--- src/logic/icache_if_pkg.sv ---
// Shared widths and types for the fetch-side icache interface
// Sv39-style split, 40-bit VA with a 28-bit VPN and a 12-bit page offset
// Lines are 16 bytes, so the line tag is vaddr[39:4]
// Page faults are not carried, a TLB exception maps to an access fault

package icache_if_pkg;

    localparam int ADDR_SIZE = 40;  // Virtual address width
    localparam int LINE_BITS = 128; // One cache line
    localparam int WORD_BITS = 32;  // One instruction
    localparam int VPN_BITS  = 28;  // vaddr[39:12]
    localparam int IDX_BITS  = 12;  // vaddr[11:0], page offset used as index
    localparam int BLK_LSB   = 4;   // First tag bit above the line offset

    typedef logic [ADDR_SIZE-1:0] addr_t;
    typedef logic [LINE_BITS-1:0] icache_line_t;
    typedef logic [VPN_BITS-1:0]  icache_vpn_t;
    typedef logic [IDX_BITS-1:0]  icache_idx_t;

    // Fetch to interface, held until a valid response
    typedef struct packed {
        logic  valid;
        addr_t vaddr;
    } fetch_req_t;

    // Interface to fetch
    typedef struct packed {
        logic                 valid;
        logic [WORD_BITS-1:0] data;               // Zero on a fault
        logic                 instr_access_fault;
    } fetch_resp_t;

    typedef struct packed {
        logic        valid;
        logic        kill;  // Drops the outstanding request
        icache_idx_t idx;
        icache_vpn_t vpn;
    } icache_req_t;

    typedef struct packed {
        logic         valid;
        addr_t        vaddr;      // Address the line was fetched for
        icache_line_t datablock;
    } icache_resp_t;

    typedef enum logic [1:0] {
        ResetState,
        NoReq,
        ReqValid,
        Replay
    } icache_state_t;

endpackage

--- src/logic/icache_retry_timer.sv ---
// Wait counter for an outstanding icache request
// Saturates at RETRY_LIMIT and holds there until cleared
// RETRY_LIMIT must be at least 1
`timescale 1ns/1ps

module icache_retry_timer #(
    parameter int unsigned RETRY_LIMIT = 16
) (
    input  logic clk_i,
    input  logic rstn_i,
    input  logic wait_en_i,      // Request still waiting
    input  logic wait_clr_i,     // Issue, response or kill
    output logic wait_expired_o
);

    localparam int CNT_W = $clog2(RETRY_LIMIT + 1);

    logic [CNT_W-1:0] cnt_q;

    always_ff @(posedge clk_i, negedge rstn_i) begin
        if (!rstn_i) begin
            cnt_q <= '0;
        end else if (wait_clr_i) begin
            cnt_q <= '0;                 // Clear wins over counting
        end else if (wait_en_i && !wait_expired_o) begin
            cnt_q <= cnt_q + 1'b1;       // Stop at the limit
        end
    end

    // High for as long as the limit is reached
    assign wait_expired_o = (cnt_q == CNT_W'(RETRY_LIMIT));

endmodule

--- src/logic/icache_line_buffer.sv ---
// Single-line buffer in front of the instruction cache
// Fills on any valid response whose line matches the current fetch PC
// An invalidate in the same cycle as a fill leaves the buffer empty
// Data returned during a fill comes straight from the response bus
`timescale 1ns/1ps

module icache_line_buffer
    import icache_if_pkg::*;
(
    input  logic                 clk_i,
    input  logic                 rstn_i,
    input  addr_t                fetch_vaddr_i,
    input  icache_resp_t         icache_resp_i,
    input  logic                 invalidate_i,  // PTW invalidation pulse
    output logic                 buf_hit_o,
    output logic                 resp_match_o,
    output logic [WORD_BITS-1:0] word_o
);

    localparam int TAG_W = ADDR_SIZE - BLK_LSB;

    icache_line_t       line_q;      // Buffered line
    icache_line_t       line_sel;
    logic [TAG_W-1:0]   tag_q;       // Line address of line_q
    logic [TAG_W-1:0]   fetch_tag;
    logic [TAG_W-1:0]   resp_tag;
    logic               valid_q;
    logic               fill;
    logic [BLK_LSB-3:0] word_idx;    // Word within the line

    assign fetch_tag = fetch_vaddr_i[ADDR_SIZE-1:BLK_LSB];
    assign resp_tag  = icache_resp_i.vaddr[ADDR_SIZE-1:BLK_LSB];
    assign word_idx  = fetch_vaddr_i[BLK_LSB-1:2];

    // Late responses for an older line do not match and are ignored
    assign resp_match_o = (resp_tag == fetch_tag);
    assign fill         = icache_resp_i.valid & resp_match_o;

    // Valid bit
    always_ff @(posedge clk_i, negedge rstn_i) begin
        if (!rstn_i) begin
            valid_q <= 1'b0;
        end else if (invalidate_i) begin
            valid_q <= 1'b0;           // Invalidate beats a fill
        end else if (fill) begin
            valid_q <= 1'b1;
        end
    end

    // Line and tag, qualified by valid_q
    always_ff @(posedge clk_i) begin
        if (fill) begin
            line_q <= icache_resp_i.datablock;
            tag_q  <= fetch_tag;
        end
    end

    assign buf_hit_o = valid_q & (tag_q == fetch_tag);

    // Bypass the arriving line so a fill answers in its own cycle
    assign line_sel = fill ? icache_resp_i.datablock : line_q;

    always_comb begin
        word_o = line_sel[word_idx*WORD_BITS +: WORD_BITS]; // vaddr[3:2] picks the word
    end

endmodule

--- src/logic/icache_ctrl_fsm.sv ---
// Request sequencer for the fetch-side icache interface
// A request counts as accepted only in a cycle with valid, ready and no TLB miss
// Ready low or a TLB miss while waiting forces a replay of the same line
// A line change while a request is outstanding kills it and may issue anew
// resp_ready is held high, responses are never back-pressured
`timescale 1ns/1ps

module icache_ctrl_fsm
    import icache_if_pkg::*;
(
    input  logic       clk_i,
    input  logic       rstn_i,
    input  fetch_req_t fetch_req_i,
    input  logic       buf_hit_i,      // Fetch line already buffered
    input  logic       resp_valid_i,
    input  logic       resp_match_i,   // Response tag equals fetch tag
    input  logic       req_ready_i,
    input  logic       tlb_miss_i,
    input  logic       tlb_xcpt_i,
    input  logic       wait_expired_i,
    output logic       req_valid_o,
    output logic       req_kill_o,
    output logic       resp_ready_o,
    output logic       wait_en_o,
    output logic       wait_clr_o,
    output logic       fetch_valid_o,
    output logic       fetch_fault_o
);

    icache_state_t                state_q, state_d;
    logic [ADDR_SIZE-BLK_LSB-1:0] req_tag_q, req_tag_d; // Line of the last issued request
    logic [ADDR_SIZE-BLK_LSB-1:0] fetch_tag;
    logic                         fill_hit;
    logic                         access_needed;
    logic                         line_change;
    logic                         issue_ok;
    logic                         resp_ok;

    assign fetch_tag   = fetch_req_i.vaddr[ADDR_SIZE-1:BLK_LSB];
    assign fill_hit    = resp_valid_i & resp_match_i;    // Line for this PC arrives now
    assign line_change = (req_tag_q != fetch_tag);
    assign issue_ok    = req_ready_i & ~tlb_miss_i;      // Request would be taken this cycle

    // Go to the cache only when nothing local can answer
    assign access_needed = fetch_req_i.valid & ~buf_hit_i & ~fill_hit & ~tlb_xcpt_i;

    // Hit, fill or fault all answer fetch in the same cycle
    assign resp_ok = fetch_req_i.valid & (buf_hit_i | fill_hit | tlb_xcpt_i);

    always_ff @(posedge clk_i, negedge rstn_i) begin
        if (!rstn_i) begin
            state_q   <= ResetState;
            req_tag_q <= '0;
        end else begin
            state_q   <= state_d;
            req_tag_q <= req_tag_d;
        end
    end

    always_comb begin
        state_d       = state_q;
        req_tag_d     = req_tag_q;
        req_valid_o   = 1'b0;
        req_kill_o    = 1'b0;
        fetch_valid_o = 1'b0;
        fetch_fault_o = 1'b0;
        case (state_q)
            ResetState: begin
                state_d = NoReq; // Outputs stay low for this cycle
            end
            NoReq: begin
                fetch_valid_o = resp_ok;
                fetch_fault_o = fetch_req_i.valid & tlb_xcpt_i;
                if (access_needed) begin
                    req_valid_o = 1'b1;
                    req_tag_d   = fetch_tag;
                    state_d     = issue_ok ? ReqValid : Replay;
                end
            end
            ReqValid, Replay: begin
                fetch_valid_o = resp_ok;
                fetch_fault_o = fetch_req_i.valid & tlb_xcpt_i;
                if (line_change) begin
                    // PC moved away, drop the old request
                    req_kill_o = 1'b1;
                    if (access_needed) begin
                        req_valid_o = 1'b1;  // New line goes out with the kill
                        req_tag_d   = fetch_tag;
                        state_d     = issue_ok ? ReqValid : Replay;
                    end else begin
                        state_d = NoReq;
                    end
                end else if (fill_hit) begin
                    state_d = NoReq;         // Answered, line now buffered
                end else if (state_q == ReqValid) begin
                    if (!req_ready_i || tlb_miss_i || wait_expired_i) begin
                        state_d = Replay;
                    end
                end else if (!access_needed) begin
                    state_d = NoReq;         // Fetch dropped or faulted
                end else if (issue_ok) begin
                    req_valid_o = 1'b1;      // Re-issue the same line
                    state_d     = ReqValid;
                end
            end
            default: begin
                state_d = ResetState;
            end
        endcase
    end

    assign resp_ready_o = 1'b1; // Responses are always taken

    // Retry timer runs only while waiting on an accepted request
    assign wait_en_o  = (state_q == ReqValid);
    assign wait_clr_o = req_valid_o | req_kill_o | fill_hit;

endmodule

--- src/logic/icache_fetch_if.sv ---
// Fetch-side icache interface top
// Fetch must hold its request stable until it sees a valid response
// TLB request mirrors the cache request and carries the same VPN
// A TLB exception answers fetch at once with a zero word and the fault bit
`timescale 1ns/1ps

module icache_fetch_if
    import icache_if_pkg::*;
#(
    parameter int unsigned RETRY_LIMIT = 16
) (
    input  logic         clk_i,
    input  logic         rstn_i,
    input  fetch_req_t   fetch_req_i,
    output fetch_resp_t  fetch_resp_o,
    output icache_req_t  icache_req_o,
    input  logic         icache_req_ready_i,
    input  icache_resp_t icache_resp_i,
    output logic         icache_resp_ready_o,
    output logic         icache_invalidate_o,
    output logic         tlb_req_valid_o,
    output icache_vpn_t  tlb_req_vpn_o,
    input  logic         tlb_resp_miss_i,
    input  logic         tlb_resp_xcpt_i,
    input  logic         ptw_invalidate_i
);

    logic                 buf_hit;
    logic                 resp_match;
    logic                 wait_en;
    logic                 wait_clr;
    logic                 wait_expired;
    logic                 req_valid;
    logic                 req_kill;
    logic                 fetch_valid;
    logic                 fetch_fault;
    logic [WORD_BITS-1:0] buf_word;
    icache_vpn_t          fetch_vpn;
    icache_idx_t          fetch_idx;

    // Split the PC for the cache and TLB ports
    assign fetch_vpn = fetch_req_i.vaddr[ADDR_SIZE-1:IDX_BITS];
    assign fetch_idx = fetch_req_i.vaddr[IDX_BITS-1:0];

    icache_ctrl_fsm u_ctrl (
        .clk_i          (clk_i),
        .rstn_i         (rstn_i),
        .fetch_req_i    (fetch_req_i),
        .buf_hit_i      (buf_hit),
        .resp_valid_i   (icache_resp_i.valid),
        .resp_match_i   (resp_match),
        .req_ready_i    (icache_req_ready_i),
        .tlb_miss_i     (tlb_resp_miss_i),
        .tlb_xcpt_i     (tlb_resp_xcpt_i),
        .wait_expired_i (wait_expired),
        .req_valid_o    (req_valid),
        .req_kill_o     (req_kill),
        .resp_ready_o   (icache_resp_ready_o),
        .wait_en_o      (wait_en),
        .wait_clr_o     (wait_clr),
        .fetch_valid_o  (fetch_valid),
        .fetch_fault_o  (fetch_fault)
    );

    icache_retry_timer #(
        .RETRY_LIMIT (RETRY_LIMIT)
    ) u_timer (
        .clk_i          (clk_i),
        .rstn_i         (rstn_i),
        .wait_en_i      (wait_en),
        .wait_clr_i     (wait_clr),
        .wait_expired_o (wait_expired)
    );

    icache_line_buffer u_buf (
        .clk_i         (clk_i),
        .rstn_i        (rstn_i),
        .fetch_vaddr_i (fetch_req_i.vaddr),
        .icache_resp_i (icache_resp_i),
        .invalidate_i  (ptw_invalidate_i),
        .buf_hit_o     (buf_hit),
        .resp_match_o  (resp_match),
        .word_o        (buf_word)
    );

    // Cache request
    assign icache_req_o.valid = req_valid;
    assign icache_req_o.kill  = req_kill;
    assign icache_req_o.idx   = fetch_idx;
    assign icache_req_o.vpn   = fetch_vpn;

    assign icache_invalidate_o = ptw_invalidate_i; // Cache drops its lines too
    assign tlb_req_valid_o     = req_valid;
    assign tlb_req_vpn_o       = fetch_vpn;

    // Fetch response, word forced to zero on a fault
    assign fetch_resp_o.valid              = fetch_valid;
    assign fetch_resp_o.data               = fetch_fault ? '0 : buf_word;
    assign fetch_resp_o.instr_access_fault = fetch_fault;

endmodule

--- config.mk ---
export PLATFORM = sky130hd
export DESIGN_NAME = icache_fetch_if
export DESIGN_NICKNAME = d
export VERILOG_FILES = /design/src/logic/icache_if_pkg.sv /design/src/logic/icache_retry_timer.sv /design/src/logic/icache_line_buffer.sv /design/src/logic/icache_ctrl_fsm.sv /design/src/logic/icache_fetch_if.sv
export SDC_FILE = /design/constraint.sdc
export NUM_CORES = 1
export LEC_CHECK = 0
export BUFFER_PORTS_ARGS = -buffer_cell sky130_fd_sc_hd__buf_2
export CAP_MARGIN = 20
export CORE_MARGIN = 4
export CORE_UTILIZATION = 51
export DETAILED_ROUTE_END_ITERATION = 7
export PLACE_DENSITY_LB_ADDON = 0.15
export SYNTH_ARGS = -nofsm -noshare
export SYNTH_HDL_FRONTEND = slang
export SYNTH_HIERARCHICAL = 1
export SYNTH_SLANG_ARGS = --single-unit
--- constraint.sdc ---
create_clock -name clk_i -period 2.95 [get_ports clk_i]
set_clock_uncertainty 0.05 [all_clocks]
set_input_delay 0 -clock clk_i [delete_from_list [all_inputs] [get_ports clk_i]]
set_output_delay 0 -clock clk_i [all_outputs]
set_load 0.05 [all_outputs]
==> flow_summary.toml <==
[global_routing]
overflow = 0
gr-usage-all-layers_pct = 24.5
grt_max_degree = 51
grt_antenna_before_repair = 1
grt_pass1_wl_um = 42700
grt_pass1_vias = 7991

[timing]
finalHoldViolCount = 0
fin_crit_sh_pct = 98.1
fin_ws_ns = 0.0550
max_freq_mhz = 345
slew_headroom_pct = 40.8
worstMarginPinSlew_ns = 0.888
drv_slew = 0
min_period_ns = 2.89
finalSetupTns_ns = 0
setup_viol = 0
rsz0062_at_grt = "no"

[finish]
layout-drive-gt1-share_pct = 46.6
final_core_util_pct = 73.1
area_delta_synth_final_pct = 38.8
layoutNonFillerInstCount = 1477
final_nets = 1416

[critical_path]
crit_required_ns = 2.90
cp_data_arrival_time_ns = 2.84
ff2ff_setup_slack_ns = 0.19
r2r-end = "u_ctrl/state_q[0]$_DFFE_PN0P_"
start_kind = "input pin"
crit_path_end_kind = "output port"
crit_fanout = 50
worstSetupPathType = "in2out"
critical_path.reg2reg.startpoint = "u_buf/tag_q[33]$_DFFE_PN_"
r2r_cells = 11

[yosys]
syn_inst = 760
synth_nets = 978
synth_top_area_share_pct = 25.6
synth_top_area_cell = "dfxtp_1"
yosysMostFrequentCell = "dfxtp_1"
synthFlopType = "dfxtp_1"
synthArstFlopShare_pct = 21.2
syn_avg_cell_area_um2 = 13.2
syn-cell-area_mm2 = 0.0100
yosys_warnings = 6
synth.area.top_cells = "dfxtp_1 26%, mux2_2 14%, dfrtp_1 11%"
ys_seq_elements = 208
synth_edf_count = 36
netlist_top_cells_count = "128 x dfxtp_1, 125 x mux2_2, 78 x buf_4"
synth.yosys.seq_area_share_pct = 47.4
ys_types = 50

[routing]
first_pass_iters = 5
drt_iter0_drc = 413
wl_per_cell_um = 19.1
drt-total-wl_um = 28300
via_per_inst = 5.12
wl_met3_um = 1810
routed.top_layer = "met4"
wl_met1_um = 11400
met2WireLength_um = 14400
drtAntennaViolNets = 0
vias = 7565
drc = 0

[die]
ioPinCount = 323
die_w_um = 148
die_h_um = 148
initial_core_util_pct = 52.7
die_area_mm2 = 0.0219
core-area_mm2 = 0.0190
std_cell_rows = 50

[placed_design]
placed_cells = 1258
place_ws_ns = 0.177
gp_congestion = 0.882
io_buffers = 313
hpwl_um = 18100

[power_and_ir_drop]
p_int_mw = 5.00
p_per_area_mw_per_mm2 = 487
switching_power_mw = 1.78
switching_share_pct = 26.3
seqPwrFrac_pct = 44.9
combinationalPowerShare_pct = 16.9
ir_drop_mv = 0.463
pwr-share-clk_pct = 38.2
p_leak_nw = 6.28

[clock_tree]
cts_max_path_buffers = 3
cts.sinks = 208
cts_setup_buffers = 0
numCtsBuffers = 23
htreeDepth = 1
cts_tree = "done"
root_buffer = "clkbuf_16"
clk_latency_ns = 0.50
clkSlewWorstSetupHoldPaths_ns = 0.06

[status]
run_status = "complete, no violations"

[worst_hold_path]
hp-class = "in2reg"
hold_depth = 5
holdPathEnd = "u_ctrl/state_q[1]$_DFFE_PN0P_"
hold_start = "tlb_resp_xcpt_i"

[flow_run]
max-cap-violations = 0
## stage by stage
step	power (mW)	area (um^2)	hold slack, ns
after CTS	6.81	13800	0.0919
final	6.77	13900	0.114
after floorplan	3.72	10000	-0.346
after detailed placement	4.02	11400	-0.0488
after global placement	4.01	11400	-0.0488
after global routing	7.01	13900	0.168
## registers in the layout, indices dropped and copies added, names as in the netlist
register and flops:
u_buf/valid_q 1, u_timer/cnt_q 5, u_buf/tag_q 36, u_ctrl/req_tag_q 36
u_ctrl/state_q 2, u_buf/line_q 128
## placed cells by master, fill, tap and decap left out, types with 3 or more instances in the layout
cell type / count
buf_4: 22
mux2_2: 125
dfrtp_1: 44
buf_12: 5
o21ai_0: 3
xor2_1: 71
nor3_1: 5
clkbuf_16: 23
inv_1: 7
dfxtp_1: 128
nand2_1: 7
nor4_1: 23
dlygate4sd3_1: 174
clkinv_2: 4
edfxtp_1: 36
mux4_2: 32
buf_2: 313
clkbuf_1: 12
mux2_1: 10
nor2b_1: 33
xnor2_1: 36
nor2_1: 7
mux2_4: 30
nand4_1: 24
nand2b_1: 3
## power groups by stage
stage | sequential (mW) | combinational (mW) | clock [mW]
floorplan | 3.08 | 0.643 | 0
global placement | 3.09 | 0.916 | 0
detailed placement | 3.09 | 0.925 | 0
CTS | 3.04 | 1.13 | 2.64
global route | 3.04 | 1.21 | 2.75
finish | 3.04 | 1.14 | 2.59
## worst max-delay path by stage
stage                                    startpoint                          endpoint  slack [ns]  cells past startpoint
after floorplan            u_buf/tag_q[5]$_DFFE_PN_   u_ctrl/req_tag_q[0]$_DFFE_PN0P_        0.59                     10
after global placement    u_buf/tag_q[33]$_DFFE_PN_   u_ctrl/req_tag_q[7]$_DFFE_PN0P_        0.14                     10
after detailed placement         icache_resp_i[138]                  fetch_resp_o[29]        0.18                     11
after CTS                 u_buf/tag_q[33]$_DFFE_PN_     u_ctrl/state_q[0]$_DFFE_PN0P_        0.09                     11
after global routing       u_buf/tag_q[1]$_DFFE_PN_  u_ctrl/req_tag_q[27]$_DFFE_PN0P_        0.02                     11
final                                fetch_req_i[6]                  fetch_resp_o[21]        0.06                     11
## critical path, cell delays in order
cell and delay [ns]:
buf_2 0.11, xnor2_1 0.41, nand4_1 0.19, nor4_1 0.27
nand4_1 0.17, buf_4 0.21, buf_12 0.19, mux2_2 0.34
mux4_2 0.49, nor2b_1 0.16, buf_2 0.24
## what timing repair did
| item | 4_1_cts | 5_1_grt |
|---|---|---|
| setup endpoints to repair | 0 | 5 |
| resized for setup | 0 | 2 |
| hold buffers | 173 | 1 |
| endpoints found under the hold margin | 249 | 4 |
## kinds of logic after synthesis
kind of cell               synth area share [%]
other                                    0.0374
xor gates and xnor gates                   9.36
and+or+nand+nor                            7.26
DFF                                        47.4
buffers and inverters                      7.35
adders and majority gates                 0.250
AOI/OAI and AO/OA                          1.41
muxes                                      27.0
## per-layer routing
metal	vias up	track usage [%]
met5	-	0
met4	0	5.91
met3	48	5.03
met2	293	43.6
met1	3688	30.6
li1	3536	-
## final cells by class
| class | count | area, um^2 |
|---|---|---|
| Antenna cell | 2 | 5.00 |
| Clock buffer | 36 | 634 |
| Clock inverter | 6 | 37.5 |
| Fill cell | 1319 | 5120 |
| Inverter | 7 | 26.3 |
| Multi-Input combinational cell | 444 | 4550 |
| Sequential cell | 208 | 4740 |
| Tap cell | 260 | 325 |
| Timing Repair Buffer | 514 | 3570 |
Note: power is estimated with default switching activity, not from simulation.
